<file path="src/mem_pkg.sv">
////////////////////
// Memory widths, nibble counts and client count
////////////////////
package mem_pkg;

   localparam int NIBBLE_BITS   = 4;
   localparam int DATA_NIBBLES  = 4;
   localparam int ADDR_NIBBLES  = 4;

   localparam int DATA_WIDTH    = DATA_NIBBLES * NIBBLE_BITS;
   localparam int ADDR_WIDTH    = ADDR_NIBBLES * NIBBLE_BITS;

   // Word on the link is {addr, data}, data in the low nibbles
   localparam int TOTAL_NIBBLES = DATA_NIBBLES + ADDR_NIBBLES;
   localparam int NIB_PTR_W     = $clog2(TOTAL_NIBBLES);
   localparam int RX_PTR_W      = $clog2(DATA_NIBBLES);

   localparam int NUM_CLIENTS   = 2;
   localparam int CLIENT_W      = $clog2(NUM_CLIENTS);

endpackage

</file>
<file path="src/uart_pkg.sv">
////////////////////
// UART bit timing, frame sizes and the command tags of each link byte
////////////////////
package uart_pkg;

   // Clock cycles per serial bit, stands in for clock rate over baud
   localparam int CLKS_PER_BIT = 8;
   localparam int BYTE_BITS    = 8;

   // Start bit, data bits, stop bit
   localparam int FRAME_BITS   = BYTE_BITS + 2;
   localparam int FRAME_CLKS   = FRAME_BITS * CLKS_PER_BIT;

   localparam int BIT_CNT_W    = $clog2(CLKS_PER_BIT);
   localparam int FRAME_CNT_W  = $clog2(FRAME_CLKS);

   // Tag in bits 7:4 of every byte, payload nibble in bits 3:0
   // Zero marks a continuation nibble, the others are one-hot
   typedef enum logic [3:0] {
      CMD_CONT       = 4'b0000,
      CMD_END_READ   = 4'b0001,
      CMD_END_WRITE  = 4'b0010,
      CMD_ADDR_START = 4'b0100,
      CMD_DATA_START = 4'b1000
   } frame_cmd_t;

endpackage

</file>
<file path="src/mem_arbiter.sv">
////////////////////
// Round-robin arbiter for the two memory clients
////////////////////
module mem_arbiter
   import mem_pkg::*;
(
   input  logic                  clk,
   input  logic                  nRst,
   input  logic [ADDR_WIDTH-1:0] i_c0_addr,
   input  logic [DATA_WIDTH-1:0] i_c0_wdata,
   input  logic                  i_c0_read_valid,
   input  logic                  i_c0_write_valid,
   output logic                  o_c0_read_accept,
   output logic                  o_c0_write_accept,
   output logic [DATA_WIDTH-1:0] o_c0_rdata,
   input  logic [ADDR_WIDTH-1:0] i_c1_addr,
   input  logic [DATA_WIDTH-1:0] i_c1_wdata,
   input  logic                  i_c1_read_valid,
   input  logic                  i_c1_write_valid,
   output logic                  o_c1_read_accept,
   output logic                  o_c1_write_accept,
   output logic [DATA_WIDTH-1:0] o_c1_rdata,
   output logic [ADDR_WIDTH-1:0] o_addr,
   output logic [DATA_WIDTH-1:0] o_wdata,
   output logic                  o_read_valid,
   output logic                  o_write_valid,
   input  logic                  i_read_accept,
   input  logic                  i_write_accept,
   input  logic [DATA_WIDTH-1:0] i_rdata,
   input  logic                  i_busy
);

   logic [CLIENT_W-1:0] grant;
   logic [CLIENT_W-1:0] last_served;
   logic                active;
   logic                c0_req;
   logic                c1_req;
   logic                pick_c1;
   logic                gnt_c1;

   assign c0_req  = i_c0_read_valid | i_c0_write_valid;
   assign c1_req  = i_c1_read_valid | i_c1_write_valid;
   // On a tie the client not served last wins
   assign pick_c1 = c1_req && (!c0_req || last_served == '0);
   assign gnt_c1  = (grant == CLIENT_W'(1));

   // Grant held from selection until the bridge accepts
   always_ff @(posedge clk or negedge nRst) begin
      if (!nRst) begin
         grant       <= '0;
         last_served <= CLIENT_W'(1);
         active      <= 1'b0;
      end else if (active) begin
         if (i_read_accept || i_write_accept) begin
            active      <= 1'b0;
            last_served <= grant;
         end
      end else if (!i_busy && (c0_req || c1_req)) begin
         active <= 1'b1;
         grant  <= pick_c1 ? CLIENT_W'(1) : '0;
      end
   end

   assign o_addr        = gnt_c1 ? i_c1_addr : i_c0_addr;
   assign o_wdata       = gnt_c1 ? i_c1_wdata : i_c0_wdata;
   assign o_read_valid  = active && (gnt_c1 ? i_c1_read_valid : i_c0_read_valid);
   assign o_write_valid = active && (gnt_c1 ? i_c1_write_valid : i_c0_write_valid);

   assign o_c0_read_accept  = i_read_accept && !gnt_c1;
   assign o_c0_write_accept = i_write_accept && !gnt_c1;
   assign o_c1_read_accept  = i_read_accept && gnt_c1;
   assign o_c1_write_accept = i_write_accept && gnt_c1;
   assign o_c0_rdata        = gnt_c1 ? '0 : i_rdata;
   assign o_c1_rdata        = gnt_c1 ? i_rdata : '0;

endmodule

</file>
<file path="src/mem_uart.sv">
////////////////////
// Request sequencer, memory access to tagged UART bytes and back
////////////////////
module mem_uart
   import uart_pkg::*;
   import mem_pkg::*;
(
   input  logic                  clk,
   input  logic                  nRst,
   input  logic [ADDR_WIDTH-1:0] i_addr,
   input  logic [DATA_WIDTH-1:0] i_wdata,
   input  logic                  i_read_valid,
   input  logic                  i_write_valid,
   output logic                  o_read_accept,
   output logic                  o_write_accept,
   output logic [DATA_WIDTH-1:0] o_rdata,
   output logic [BYTE_BITS-1:0]  o_tx_data,
   output logic                  o_tx_valid,
   input  logic                  i_tx_accept,
   input  logic [BYTE_BITS-1:0]  i_rx_data,
   input  logic                  i_rx_valid,
   output logic                  o_busy
);

   typedef enum logic [2:0] {
      IDLE,
      SEND,
      WAIT_TX,
      RECV,
      DONE
   } seq_state_t;

   seq_state_t                       state;
   logic                             is_write;
   logic [ADDR_WIDTH+DATA_WIDTH-1:0] word_q;
   logic [NIB_PTR_W-1:0]             tx_ptr;
   logic [RX_PTR_W-1:0]              rx_ptr;
   logic [FRAME_CNT_W-1:0]           wait_cnt;
   logic [NIBBLE_BITS-1:0]           tx_nibble;
   frame_cmd_t                       tx_tag;
   frame_cmd_t                       rx_tag;
   frame_cmd_t                       rx_expect;
   logic                             start_req;
   logic                             tx_last;
   logic                             rx_match;

   ////////////////////
   // Byte out

   assign start_req = (state == IDLE) && (i_write_valid || i_read_valid);
   assign tx_nibble = word_q[tx_ptr*NIBBLE_BITS +: NIBBLE_BITS];
   assign tx_last   = (tx_ptr == NIB_PTR_W'(TOTAL_NIBBLES - 1));

   // Tag from nibble position and access type
   always_comb begin
      if (tx_last) begin
         tx_tag = is_write ? CMD_END_WRITE : CMD_END_READ;
      end else if (tx_ptr == '0) begin
         tx_tag = CMD_DATA_START;
      end else if (tx_ptr == NIB_PTR_W'(DATA_NIBBLES)) begin
         tx_tag = CMD_ADDR_START;
      end else begin
         tx_tag = CMD_CONT;
      end
   end

   assign o_tx_data  = {tx_tag, tx_nibble};
   assign o_tx_valid = (state == SEND);

   ////////////////////
   // Reply in

   assign rx_tag    = frame_cmd_t'(i_rx_data[BYTE_BITS-1:NIBBLE_BITS]);
   assign rx_expect = (rx_ptr == '0) ? CMD_DATA_START : CMD_CONT;
   assign rx_match  = i_rx_valid && (rx_tag == rx_expect);

   assign o_busy         = (state != IDLE);
   assign o_read_accept  = (state == DONE) && !is_write;
   assign o_write_accept = (state == DONE) && is_write;

   always_ff @(posedge clk or negedge nRst) begin
      if (!nRst) begin
         state    <= IDLE;
         is_write <= 1'b0;
         tx_ptr   <= '0;
         rx_ptr   <= '0;
         wait_cnt <= '0;
      end else begin
         case (state)
            IDLE: begin
               if (start_req) begin
                  is_write <= i_write_valid;
                  // A read sends the address nibbles only
                  tx_ptr   <= i_write_valid ? '0 : NIB_PTR_W'(DATA_NIBBLES);
                  state    <= SEND;
               end
            end
            SEND: begin
               if (i_tx_accept) begin
                  if (tx_last) begin
                     wait_cnt <= '0;
                     rx_ptr   <= '0;
                     state    <= is_write ? WAIT_TX : RECV;
                  end else begin
                     tx_ptr <= tx_ptr + 1'b1;
                  end
               end
            end
            WAIT_TX: begin
               // Last byte fully on the line before the write completes
               if (wait_cnt == FRAME_CNT_W'(FRAME_CLKS - 1)) begin
                  state <= DONE;
               end else begin
                  wait_cnt <= wait_cnt + 1'b1;
               end
            end
            RECV: begin
               if (rx_match) begin
                  if (rx_ptr == RX_PTR_W'(DATA_NIBBLES - 1)) begin
                     state <= DONE;
                  end else begin
                     rx_ptr <= rx_ptr + 1'b1;
                  end
               end
            end
            DONE: state <= IDLE;
            default: state <= IDLE;
         endcase
      end
   end

   always_ff @(posedge clk) begin
      if (start_req) begin
         word_q <= {i_addr, i_wdata};
      end
      if (state == RECV && rx_match) begin
         o_rdata[rx_ptr*NIBBLE_BITS +: NIBBLE_BITS] <= i_rx_data[NIBBLE_BITS-1:0];
      end
   end

endmodule

</file>
<file path="src/mem_uart_top.sv">
////////////////////
// Memory emulator bridge top, arbiter, sequencer and UART
////////////////////
module mem_uart_top
   import uart_pkg::*;
   import mem_pkg::*;
(
   input  logic                  clk,
   input  logic                  nRst,
   input  logic [ADDR_WIDTH-1:0] i_c0_addr,
   input  logic [DATA_WIDTH-1:0] i_c0_wdata,
   input  logic                  i_c0_read_valid,
   input  logic                  i_c0_write_valid,
   output logic                  o_c0_read_accept,
   output logic                  o_c0_write_accept,
   output logic [DATA_WIDTH-1:0] o_c0_rdata,
   input  logic [ADDR_WIDTH-1:0] i_c1_addr,
   input  logic [DATA_WIDTH-1:0] i_c1_wdata,
   input  logic                  i_c1_read_valid,
   input  logic                  i_c1_write_valid,
   output logic                  o_c1_read_accept,
   output logic                  o_c1_write_accept,
   output logic [DATA_WIDTH-1:0] o_c1_rdata,
   input  logic                  i_rx,
   output logic                  o_tx
);

   // Arbiter to bridge
   logic [ADDR_WIDTH-1:0] br_addr;
   logic [DATA_WIDTH-1:0] br_wdata;
   logic                  br_read_valid;
   logic                  br_write_valid;
   logic                  br_read_accept;
   logic                  br_write_accept;
   logic [DATA_WIDTH-1:0] br_rdata;
   logic                  br_busy;

   // Bridge to UART
   logic [BYTE_BITS-1:0]  tx_data;
   logic                  tx_valid;
   logic                  tx_accept;
   logic [BYTE_BITS-1:0]  rx_data;
   logic                  rx_valid;

   mem_arbiter mem_arbiter_i (
      .clk               (clk),
      .nRst              (nRst),
      .i_c0_addr         (i_c0_addr),
      .i_c0_wdata        (i_c0_wdata),
      .i_c0_read_valid   (i_c0_read_valid),
      .i_c0_write_valid  (i_c0_write_valid),
      .o_c0_read_accept  (o_c0_read_accept),
      .o_c0_write_accept (o_c0_write_accept),
      .o_c0_rdata        (o_c0_rdata),
      .i_c1_addr         (i_c1_addr),
      .i_c1_wdata        (i_c1_wdata),
      .i_c1_read_valid   (i_c1_read_valid),
      .i_c1_write_valid  (i_c1_write_valid),
      .o_c1_read_accept  (o_c1_read_accept),
      .o_c1_write_accept (o_c1_write_accept),
      .o_c1_rdata        (o_c1_rdata),
      .o_addr            (br_addr),
      .o_wdata           (br_wdata),
      .o_read_valid      (br_read_valid),
      .o_write_valid     (br_write_valid),
      .i_read_accept     (br_read_accept),
      .i_write_accept    (br_write_accept),
      .i_rdata           (br_rdata),
      .i_busy            (br_busy)
   );

   mem_uart mem_uart_i (
      .clk            (clk),
      .nRst           (nRst),
      .i_addr         (br_addr),
      .i_wdata        (br_wdata),
      .i_read_valid   (br_read_valid),
      .i_write_valid  (br_write_valid),
      .o_read_accept  (br_read_accept),
      .o_write_accept (br_write_accept),
      .o_rdata        (br_rdata),
      .o_tx_data      (tx_data),
      .o_tx_valid     (tx_valid),
      .i_tx_accept    (tx_accept),
      .i_rx_data      (rx_data),
      .i_rx_valid     (rx_valid),
      .o_busy         (br_busy)
   );

   uart_tx uart_tx_i (
      .clk      (clk),
      .nRst     (nRst),
      .i_data   (tx_data),
      .i_valid  (tx_valid),
      .o_accept (tx_accept),
      .o_tx     (o_tx)
   );

   uart_rx uart_rx_i (
      .clk     (clk),
      .nRst    (nRst),
      .i_rx    (i_rx),
      .o_data  (rx_data),
      .o_valid (rx_valid)
   );

endmodule

</file>
<file path="src/uart_rx.sv">
////////////////////
// Oversampled UART receiver
////////////////////
module uart_rx
   import uart_pkg::*;
(
   input  logic                 clk,
   input  logic                 nRst,
   input  logic                 i_rx,
   output logic [BYTE_BITS-1:0] o_data,
   output logic                 o_valid
);

   typedef enum logic [1:0] {
      RX_IDLE,
      RX_START,
      RX_DATA,
      RX_STOP
   } rx_state_t;

   rx_state_t                    state;
   logic [1:0]                   rx_sync;
   logic [BIT_CNT_W-1:0]         clk_cnt;
   logic [$clog2(BYTE_BITS)-1:0] bit_idx;
   logic [BYTE_BITS-1:0]         shift_q;
   logic                         rx_bit;
   logic                         bit_mid;

   assign rx_bit  = rx_sync[1];
   assign bit_mid = (clk_cnt == BIT_CNT_W'(CLKS_PER_BIT - 1));
   assign o_data  = shift_q;

   // Two flop synchroniser, line idles high
   always_ff @(posedge clk or negedge nRst) begin
      if (!nRst) begin
         rx_sync <= 2'b11;
      end else begin
         rx_sync <= {rx_sync[0], i_rx};
      end
   end

   always_ff @(posedge clk or negedge nRst) begin
      if (!nRst) begin
         state   <= RX_IDLE;
         clk_cnt <= '0;
         bit_idx <= '0;
         o_valid <= 1'b0;
      end else begin
         o_valid <= 1'b0;
         clk_cnt <= clk_cnt + 1'b1;
         case (state)
            RX_IDLE: begin
               clk_cnt <= '0;
               if (!rx_bit) begin
                  state <= RX_START;
               end
            end
            RX_START: begin
               // Recheck half a bit in, a glitch goes back to idle
               if (clk_cnt == BIT_CNT_W'(CLKS_PER_BIT / 2 - 1)) begin
                  clk_cnt <= '0;
                  bit_idx <= '0;
                  state   <= rx_bit ? RX_IDLE : RX_DATA;
               end
            end
            RX_DATA: begin
               if (bit_mid) begin
                  clk_cnt <= '0;
                  bit_idx <= bit_idx + 1'b1;
                  if (bit_idx == ($clog2(BYTE_BITS))'(BYTE_BITS - 1)) begin
                     state <= RX_STOP;
                  end
               end
            end
            RX_STOP: begin
               if (bit_mid) begin
                  // Framing error drops the byte
                  o_valid <= rx_bit;
                  state   <= RX_IDLE;
               end
            end
            default: state <= RX_IDLE;
         endcase
      end
   end

   // LSB arrives first
   always_ff @(posedge clk) begin
      if (state == RX_DATA && bit_mid) begin
         shift_q <= {rx_bit, shift_q[BYTE_BITS-1:1]};
      end
   end

endmodule

</file>
<file path="src/uart_tx.sv">
////////////////////
// UART transmitter with valid/accept byte input
////////////////////
module uart_tx
   import uart_pkg::*;
(
   input  logic                 clk,
   input  logic                 nRst,
   input  logic [BYTE_BITS-1:0] i_data,
   input  logic                 i_valid,
   output logic                 o_accept,
   output logic                 o_tx
);

   typedef enum logic {
      TX_IDLE,
      TX_SHIFT
   } tx_state_t;

   tx_state_t                     state;
   logic [BIT_CNT_W-1:0]          clk_cnt;
   logic [$clog2(FRAME_BITS)-1:0] bit_cnt;
   // Data bits plus the stop bit behind them
   logic [BYTE_BITS:0]            shift_q;
   logic                          bit_end;
   logic                          frame_end;

   assign o_accept  = (state == TX_IDLE) && i_valid;
   assign bit_end   = (clk_cnt == BIT_CNT_W'(CLKS_PER_BIT - 1));
   assign frame_end = (bit_cnt == ($clog2(FRAME_BITS))'(FRAME_BITS - 1));

   always_ff @(posedge clk or negedge nRst) begin
      if (!nRst) begin
         state   <= TX_IDLE;
         clk_cnt <= '0;
         bit_cnt <= '0;
         o_tx    <= 1'b1;
      end else begin
         case (state)
            TX_IDLE: begin
               if (o_accept) begin
                  // Start bit goes out right away
                  state   <= TX_SHIFT;
                  clk_cnt <= '0;
                  bit_cnt <= '0;
                  o_tx    <= 1'b0;
               end
            end
            TX_SHIFT: begin
               clk_cnt <= clk_cnt + 1'b1;
               if (bit_end) begin
                  clk_cnt <= '0;
                  if (frame_end) begin
                     state <= TX_IDLE;
                  end else begin
                     o_tx    <= shift_q[0];
                     bit_cnt <= bit_cnt + 1'b1;
                  end
               end
            end
            default: state <= TX_IDLE;
         endcase
      end
   end

   always_ff @(posedge clk) begin
      if (o_accept) begin
         shift_q <= {1'b1, i_data};
      end else if (state == TX_SHIFT && bit_end && !frame_end) begin
         shift_q <= {1'b1, shift_q[BYTE_BITS:1]};
      end
   end

endmodule

</file>
<file path="config.mk">
export PLATFORM = sky130hd
export DESIGN_NAME = mem_uart_top
export DESIGN_NICKNAME = d
export VERILOG_FILES = /design/src/mem_pkg.sv /design/src/uart_pkg.sv /design/src/mem_arbiter.sv /design/src/mem_uart.sv /design/src/mem_uart_top.sv /design/src/uart_rx.sv /design/src/uart_tx.sv
export SDC_FILE = /design/constraint.sdc
export NUM_CORES = 1
export LEC_CHECK = 0
export BUFFER_PORTS_ARGS = -buffer_cell sky130_fd_sc_hd__buf_2
export CAP_MARGIN = 20
export CORE_MARGIN = 4
export CORE_UTILIZATION = 35
export CTS_BUF_LIST = sky130_fd_sc_hd__clkbuf_8 sky130_fd_sc_hd__clkbuf_16
export CTS_CLUSTER_DIAMETER = 150
export DETAILED_ROUTE_END_ITERATION = 10
export PLACE_DENSITY = 0.65
export SYNTH_ARGS = -nofsm -noshare
export SYNTH_HDL_FRONTEND = slang
export SYNTH_SLANG_ARGS = --single-unit
</file>
<file path="constraint.sdc">
create_clock -name clk -period 6 [get_ports clk]
set_input_delay 1.8 -clock clk [delete_from_list [all_inputs] [get_ports clk]]
set_output_delay 1.8 -clock clk [all_outputs]
set_load 0.005 [all_outputs]
</file>
Word level (Yosys, flattened, before mapping)
Cells that the tools add are included.
- bits in registers: 103
- bits of input ports: 71
- output and inout bits: 37
- word-level logic and storage cells: 187
- add/sub/neg operators: 8
- equal/unequal tests: 34
- shift-type cells: 3
- mux-type cells: 70
- bitwise logic cells: 5
- reductions and logical operators: 46
- operators with widths (kind ; number):
    16-bit 2-to-1 mux ; 4
    3-bit 2-to-1 mux ; 17
    4-bit negator with 34-bit output ; 1
    4-bit by 34-bit variable shift with 16-bit output (first input constant) ; 1
    4-bit by 34-bit variable part select with 16-bit output ; 1
    32-bit by 6-bit variable part select with 4-bit output ; 1
    4-bit 2-to-1 mux ; 6
    2-bit 2-to-1 mux ; 11
    7-bit 2-to-1 mux ; 3
    3-bit equality test (second input constant) ; 6
    2-bit != test (second input constant) ; 9
    3-bit case mux with 2 select lines ; 3
    1-bit logical AND ; 17
    16-bit bitwise mux ; 1
    8-bit 2-to-1 mux ; 2
    2-bit by 1-bit != test with 1-bit output (second input constant) ; 8
    1-bit 2-to-1 mux ; 15
    7-bit case mux with 2 select lines ; 1
    3-bit by 1-bit adder with 3-bit output (second input constant) ; 4
    3-bit case mux with 4 select lines ; 1
    5-bit AND reduction ; 2
    2-bit nonzero test ; 5
    3-bit by 2-bit equality test with 1-bit output (second input constant) ; 3
    3-bit case mux with 3 select lines ; 1
    other kinds (24) ; 43

Longest topological paths before layout
Gate-level depths: netlist (run 1).
- depth after elaboration: 6
- mapped depth: 6
- gate-level depth less buffers: 6

Modules after synthesis
A second synthesis (run 1) with hierarchy kept.
- cell total of the unflattened synthesis: 431
- area total of the unflattened synthesis: 5529.1 um^2
- by module, submodules not included (module ; times used ; cells each ; area each (um^2) ; seq. area each (um^2)):
    mem_uart ; 1 ; 202 ; 2935.3 ; 1841.8
    mem_arbiter ; 1 ; 95 ; 979.7 ; 76.3
    uart_tx ; 1 ; 75 ; 830.8 ; 466.7
    uart_rx ; 1 ; 59 ; 783.3 ; 518.0

Least setup slack after synthesis (run 1)
OpenSTA, ideal clock, no wires.
- path kind: input to register
- from: input port i_c1_write_valid
- to: register mem_uart_i.state[0]
- setup time: 0.111 ns
- arrival: 2.888 ns
- data required time: 5.889 ns
- slack: 3.000 ns
- stages on the path: 5
- buffers on the path: 0
- cell sequence: nor2_1 > a211o_1 > clkinv_2 > nor2_1 > a2111oi_2
- longest elaborated chain between the ends: 6
- RTL lines (element ; line ; source):
    from (decl) ; mem_uart_top.sv:20 ; input logic i_c1_write_valid,
    1-bit 2-to-1 mux ; mem_arbiter.sv:67 ; assign o_write_valid = active && (gnt_c1 ? i_c1_write_valid : i_c0_write_valid);
    1-bit logical AND ; mem_arbiter.sv:67 ;
    1-bit logical OR ; mem_uart.sv:50 ; assign start_req = (state == IDLE) && (i_write_valid || i_read_valid);
    1-bit logical AND ; mem_uart.sv:50 ;
    net mem_uart_i.start_req ; mem_uart.sv:43 ; logic start_req;
    2-bit by 1-bit != test with 1-bit output (no source line) ; - ;
    6-bit AND reduction (no source line) ; - ;
    to (signal assigned) ; mem_uart.sv:103 ; state <= is_write ? WAIT_TX : RECV;
    to (decl) ; mem_uart.sv:33 ; seq_state_t state;
The timed path passes the listed nets, and every way through them passes these cells.
A chain may end at the register's enable or synchronous reset.

Worst setup path after layout (run 1)
- from: register mem_arbiter_i.grant, in the netlist mem_arbiter_i.gnt_c1
- to: output port o_c1_write_accept
- longest elaborated chain between the ends: 1
- RTL lines (element ; line ; source):
    from (decl) ; mem_arbiter.sv:33 ; logic [CLIENT_W-1:0] grant;
    from (signal assigned) ; mem_arbiter.sv:60 ; grant <= pick_c1 ? CLIENT_W'(1) : '0;
    1-bit logical AND ; mem_arbiter.sv:72 ; assign o_c1_write_accept = i_write_accept && gnt_c1;
    to (decl) ; mem_uart_top.sv:22 ; output logic o_c1_write_accept,
No other way between the ends.

==> summary.md, run 1 <==
| Metric | Value |
|---|---|
| Detailed Routing Iterations Pass 1 | `4` |
| Routed len/inst | `13.90 um` |
| Pleak | `0.002615 uW` |
| Remaining Overflow, GRT | `0` |
| Leading area contributor after synthesis | `edfxtp_1` |
| # fillers | `1352` |
| Post_cts resized | `0` |
| Met3 Wirelength | `320 um` |
| # clock sinks | `103` |
| Synthesized cell area | `0.005165 mm2` |
| ANT cells | `0` |
| TNS Setup | `0 ps` |
| Post-synthesis cell count | `417` |
| CTS Buffer Depth | `2` |
| GPL Wtd Cong | `0.7507` |
| Fin area | `0.006133 mm2` |
| Final hold vios | `0` |
| Num rows | `44` |
| Critical path startpoint category | `flip-flop` |
| Most common cell after layout, fill and taps aside | `buf_2` |
| Die Area | `0.01677 mm2` |
| Setup violations, final | `0` |
| Comb pwr share | `26.8%` |
| Psw | `700.9 uW` |
| Synthesis-stage register bit count | `103` |
| Die Wd | `129.5 um` |
| Setup CP Type | `reg2out` |
| Reg area | `0.002904 mm2` |
| Fmax | `276.9 MHz` |
| Antenna violations before repair | `0` |
| Most frequent cells in the layout | `buf_2, edfxtp_1, and2_1, dfrtp_1, mux2_2` |
| Layout cells sized above 1 | `33.40%` |
| Clk pin slew, worst setup/hold paths | `70 ps` |
| Number of remaining DRC errors | `0` |
| Internal power | `1502 uW` |
| First-pass GRT wire length | `16.13 mm` |
| Largest net degree at the start of global routing | `40` |
| Overall Global Routing Usage | `11.95%` |
| CP Capture Type | `output pin` |
| Chip height | `129.5 um` |
| Post-CTS setup buffer count | `0` |
| MaxCap Viol Count | `0` |
| Dpl hpwl | `7.226 mm` |
| Routed wire length | `9.803 mm` |
| Post-synth ARST share | `37.86%` |
| Wl on met1 | `4.452 mm` |
| Power Density | `359.2 mW/mm2` |
| Initial DRC Count | `167` |
| Required @ worst endpoint | `4200 ps` |
| Clk root buf | `clkbuf_16` |
| RR Startpoint | `mem_arbiter_i.gnt_c1` |
| I/O pin count | `108` |
| Hold Buf Count CTS | `0` |
| Worst Hold Class | `reg2reg` |
| Clock Power Share | `24.9%` |
| Top-area cell type share of the netlist area | `37.21%` |
| Final min period | `3611 ps` |
| NumNets Final | `608` |
| Area Overhead vs Synth | `18.75%` |
| Htree depth | `3` |
| Mean Syn Cell Area | `12.39 um2` |
| Total power draw | `2203 uW` |
| Dominant synthesized flop cell | `edfxtp_1` |
| Number of buffers created by CTS | `9` |
| CP Launch Point | `mem_arbiter_i.gnt_c1` |
| Slew @ Worst Pin | `910.4 ps` |
| Switching part of the total power | `31.81%` |
| Vias/cell | `4.824` |
| Status | `completed` |
| Antenna Nets Post-Route | `0` |
| Met2 routed WL | `4.869 mm` |
| Initial Utilization | `35.67%` |
| Sequential area share after synthesis | `56.20%` |
| Input/output buffers | `107` |
| Peak VDD IR | `0.1771 mV` |
| Floorplan core area | `0.01448 mm2` |
| WP data arrival | `1810 ps` |
| Via count | `3401` |
| Slew Limit Fails | `0` |
| Post-route insts no fill | `705` |
| Final Core Density | `42.36%` |
| Synth top area cells | `edfxtp_1, dfrtp_1, mux2_2, ha_1, and2_1` |
| Placed Area | `0.005852 mm2` |
| Skew final | `9.028 ps` |
| CP Max Fanout | `39` |
| TritonCTS clock tree | `yes` |
| YS warnings | `0` |
| Top Layer Used | `met4` |
| Yosys cell types | `51` |
| Clock Latency Late Sink | `340 ps` |
| Worst-case headroom to the max-slew limit | `39.31%` |
| Multi-input gate area | `0.002110 mm2` |
| RSZ-0062 raised after global routing | `false` |
| Crit share post-route | `60.19%` |
| Hold Startpoint | `uart_rx_i.rx_sync[0]` |
| Syn Nets | `509` |
| Vias in the first global route | `3398` |
| Post-synth EDFFs | `64` |
| Flop pwr share | `48.3%` |
| Cell count after placement | `689` |
==> area by class of cell <==
cell class / instances / area share [%]
flip-flops and latches: 103 / 47.35
repair buffers: 108 / 8.854
multi-input cells: 277 / 34.39
clock buffers: 9 / 3.672
inverters: 17 / 1.061
clock inverters: 7 / 0.9180
well taps: 184 / 3.754
==> routing by layer <==
layer | track usage, % | vias to the layer above
met3 | 1.731 | 11
met4 | 4.584 | 0
li1 | - | 1689
met2 | 20.06 | 58
met1 | 15.72 | 1643
met5 | 0 | -
==> path summary, 6_finish.rpt <==
check / end / slack [ps] / depth (start not counted)
max: o_c1_write_accept / 2390 / 3
min: uart_rx_i.rx_sync[1] / 360 / 0
max reg2reg: mem_uart_i.state[0] / 3430 / 6
min reg2reg: uart_rx_i.rx_sync[1] / 360 / 0
max in group asynchronous: mem_arbiter_i.gnt_c1 / 3790 / 1
min in group asynchronous: mem_uart_i.state[0] / 1590 / 1
==> kinds of logic after synthesis <==
| group | after synthesis | synth area share (%) |
|---|---|---|
| adders and majority gates | 21 | 5.087 |
| AOI/OAI and AO/OA | 51 | 6.444 |
| and+or+nand+nor | 151 | 16.23 |
| buffers and inverters | 37 | 2.955 |
| DFF | 103 | 56.20 |
| xor gates and xnor gates | 5 | 0.8480 |
| muxes | 49 | 12.23 |
==> critical path, cell delays in order, from the launching register on <==
cell and delay, ps:
dfrtp_2 650, buf_4 490, and3_1 220, buf_2 110
==> state kept, by name, summed over array words and instances (netlist names), 2 cells and up, named ones only <==
register and cells:
uart_tx_i.shift_q 8, mem_uart_i.rx_ptr 2, uart_rx_i.bit_idx 3, uart_rx_i.rx_sync 2, mem_uart_i.o_rdata 16, mem_uart_i.state 3, uart_rx_i.clk_cnt 3, uart_tx_i.bit_cnt 4
uart_tx_i.clk_cnt 3, mem_uart_i.wait_cnt 7, mem_uart_i.word_q 32, mem_uart_i.tx_ptr 3, uart_rx_i.o_data 8
==> power groups by stage <==
stage	Clock (uW)	Combinational (uW)	Sequential, uW
2_1_floorplan	0	543	975
3_3_place_gp	0	572	1070
3_5_place_dp	0	600	1080
4_1_cts	564	604	1070
5_1_grt	595	670	1100
6_report	548	591	1060
==> cell usage after synthesis, types with 2 or more instances <==
library cell and count:
edfxtp_1 64, and2_1 36, dfrtp_1 35, mux2_2 33, nand2_1 30, nor2_1 23
nor2b_1 22, ha_1 21, clkbuf_1 16, inv_1 16, nand3_1 13, a21oi_1 12
o21ai_0 12, mux2i_1 8, mux4_2 8, o22ai_1 6, o31ai_1 5, and3_1 4
dfstp_2 4, nor3b_1 4, nand3b_1 3, nor3_1 3, o211ai_1 3, xor2_1 3
a311o_1 2, nand4_1 2, nor4b_1 2, o21ai_1 2, or2_1 2, xnor2_1 2
==> stage by stage <==
stage | hold WS, ps | setup WS [ps]
finish | 357.8 | 2389
global route | 358.6 | 2205
CTS | 357.3 | 2332
detailed placement | 347.2 | 2668
global placement | 346.2 | 2747
floorplan | 345.2 | 3000
No activity file was read; power rests on OpenSTA's default activity.
==> inputs of run 2 (changes only) <==
--- a/config.mk
+++ b/config.mk
@@ -12,7 +12,7 @@
 export CTS_BUF_LIST = sky130_fd_sc_hd__clkbuf_8 sky130_fd_sc_hd__clkbuf_16
 export CTS_CLUSTER_DIAMETER = 150
 export DETAILED_ROUTE_END_ITERATION = 10
-export PLACE_DENSITY = 0.65
+export PLACE_DENSITY = 0.67
 export SYNTH_ARGS = -nofsm -noshare
 export SYNTH_HDL_FRONTEND = slang
 export SYNTH_SLANG_ARGS = --single-unit
==> constraint.sdc (replaced) <==
create_clock -name clk -period 3.1 [get_ports clk]
set_input_delay 0.93 -clock clk [delete_from_list [all_inputs] [get_ports clk]]
set_output_delay 0.93 -clock clk [all_outputs]
set_load 0.005 [all_outputs]
==> summary.md, run 2 (synthesis results as in run 1) <==
| Metric | Value |
|---|---|
| Status | `completed` |
| Clock Latency Late Sink | `350 ps (about the same)` |
| Dpl hpwl | `7.196 mm (-0.41%)` |
| Die Wd | `129.5 um (unchanged)` |
| Antenna violations before repair | `0 (unchanged)` |
| Worst Hold Class | `reg2reg` |
| Reg area | `0.002904 mm2 (unchanged)` |
| Number of remaining DRC errors | `0 (unchanged)` |
| NumNets Final | `610 (+0.33%)` |
| MaxCap Viol Count | `0 (unchanged)` |
| Via count | `3444 (+1.3%)` |
| # clock sinks | `103 (unchanged)` |
| Most common cell after layout, fill and taps aside | `buf_2` |
| Skew final | `7.859 ps (-1.169 ps)` |
| Hold_ws | `356.4 ps (-1.403 ps)` |
| Critical path startpoint category | `flip-flop` |
| Cell count after placement | `691 (+0.29%)` |
| Vias/cell | `4.871 (+0.98%)` |
| CP Capture Type | `output pin` |
| Fmax | `386.4 MHz` |
| ANT cells | `0 (unchanged)` |
| WP data arrival | `1660 ps (-150 ps)` |
| Setup violations, final | `0 (unchanged)` |
| Required @ worst endpoint | `2170 ps (-2030 ps)` |
| Antenna Nets Post-Route | `0 (unchanged)` |
| Layout cells sized above 1 | `33.65% (+0.25 points)` |
| Hold Buf Count CTS | `0 (unchanged)` |
| Initial DRC Count | `281 (+68%)` |
| Post-route insts no fill | `707 (+0.28%)` |
| Remaining Overflow, GRT | `0 (unchanged)` |
| TNS Setup | `0 ps (unchanged)` |
| Htree depth | `3 (unchanged)` |
| Area Overhead vs Synth | `20.13%` |
| Pleak | `0.002656 uW (+1.6%)` |
| Largest regs | `mem_uart_i.word_q x32, mem_uart_i.o_rdata x16` |
| Number of buffers created by CTS | `9 (unchanged)` |
| Vias in the first global route | `3426 (+0.82%)` |
| GPL Wtd Cong | `0.7654 (+2.0%)` |
| Slew Limit Fails | `0 (unchanged)` |
| Multi-input gate area | `0.002110 mm2 (unchanged)` |
| Final min period | `2588 ps` |
| Total power draw | `4470 uW (+100%)` |
| Initial Utilization | `35.67% (unchanged)` |
| # fillers | `1309 (-3.2%)` |
| Peak VDD IR | `0.3335 mV (+88%)` |
| CP Max Fanout | `10 (-74%)` |
| Number of flip-flops in the largest register | `32 (unchanged)` |
| Die Area | `0.01677 mm2 (unchanged)` |
| Setup CP Type | `reg2out` |
| Slew @ Worst Pin | `890.7 ps (-19.71 ps)` |
| First-pass GRT wire length | `15.83 mm (-1.9%)` |
| Most frequent cells in the layout | `buf_2, edfxtp_1, and2_1, dfrtp_1, mux2_2` |
| Top reg by flops | `mem_uart_i.word_q` |
| CTS Buffer Depth | `2 (unchanged)` |
| Floorplan core area | `0.01448 mm2 (unchanged)` |
| Post-CTS setup buffer count | `0 (unchanged)` |
| Crit share post-route | `83.48%` |
| I/O pin count | `108 (unchanged)` |
| Detailed Routing Iterations Pass 1 | `4 (unchanged)` |
| RSZ-0062 raised after global routing | `false` |
| Largest net degree at the start of global routing | `41 (+2.5%)` |
| Routed len/inst | `13.82 um (-0.63%)` |
| Clk pin slew, worst setup/hold paths | `70 ps (about the same)` |
| Worst-case headroom to the max-slew limit | `40.62% (+1.3 points)` |
| Post_cts resized | `0 (unchanged)` |
| Input/output buffers | `107 (unchanged)` |
| TritonCTS clock tree | `yes` |
| Clk root buf | `clkbuf_16` |
| Final hold vios | `0 (unchanged)` |
| Overall Global Routing Usage | `11.89% (-0.062 points)` |
| Num rows | `44 (unchanged)` |
| Routed wire length | `9.769 mm (-0.35%)` |
| Chip height | `129.5 um (unchanged)` |
| Power Density | `720.4 mW/mm2 (+100%)` |
[run 2: changes by cell type in the layout (fill, tap and decap cells not counted), sizes merged]
cell      change
inv           +1
clkinvlp      -2
clkinv        -1
bufinv        +2
buf           +2
[run 2: area by class of cell]
class                      instances  area share [%]
sequential                       103           46.80
tap                              184           3.710
multi-input combinational        277           34.00
inverter                          17           1.049
timing repair buffer             110           8.994
clock inverter                     7           1.815
clock buffer                       9           3.630
[run 2: report_power, final]
part | total [uW] | switching [uW] | internal [uW]
clock network | 1260 | 530 | 726
logic | 1180 | 587 | 592
registers | 2040 | 262 | 1770
[run 2: layer usage]
layer | up-vias | GRT usage, % | routed length (um)
met5 | - | 0 | 0
met4 | 0 | 4.951 | 201
met3 | 17 | 2.721 | 372
met2 | 72 | 19.21 | 4841
met1 | 1656 | 15.47 | 4353
li1 | 1699 | - | -
[run 2: critical path, stage by stage, from the launching register on]
cell and delay, ps:
dfrtp_1 500, nor2_1 170, and2_0 280, nor3b_1 220, buf_2 140
[run 2: final timing paths]
path,from,to,slack (ps),depth (start not counted)
setup / recovery,mem_uart_i.state[1],o_c0_read_accept,510,4
hold / removal,uart_rx_i.rx_sync[0],uart_rx_i.rx_sync[1],360,0
setup reg to reg,mem_uart_i.state[1],mem_uart_i.state[0],740,5
hold reg to reg,uart_rx_i.rx_sync[0],uart_rx_i.rx_sync[1],360,0
max in group asynchronous,nRst,mem_arbiter_i.gnt_c1,1790,1
min in group asynchronous,nRst,mem_uart_i.is_write,710,1
[run 2: metrics by stage]
stage                     setup slack, ps  cell area [um2]  util, %
final                               512.0             6205    42.85
after global routing                364.6             6205    42.85
after CTS                           488.8             6205    42.85
after detailed placement            651.6             5867    40.52
after global placement              727.4             5867    40.52
after floorplan                     970.2             5165        -
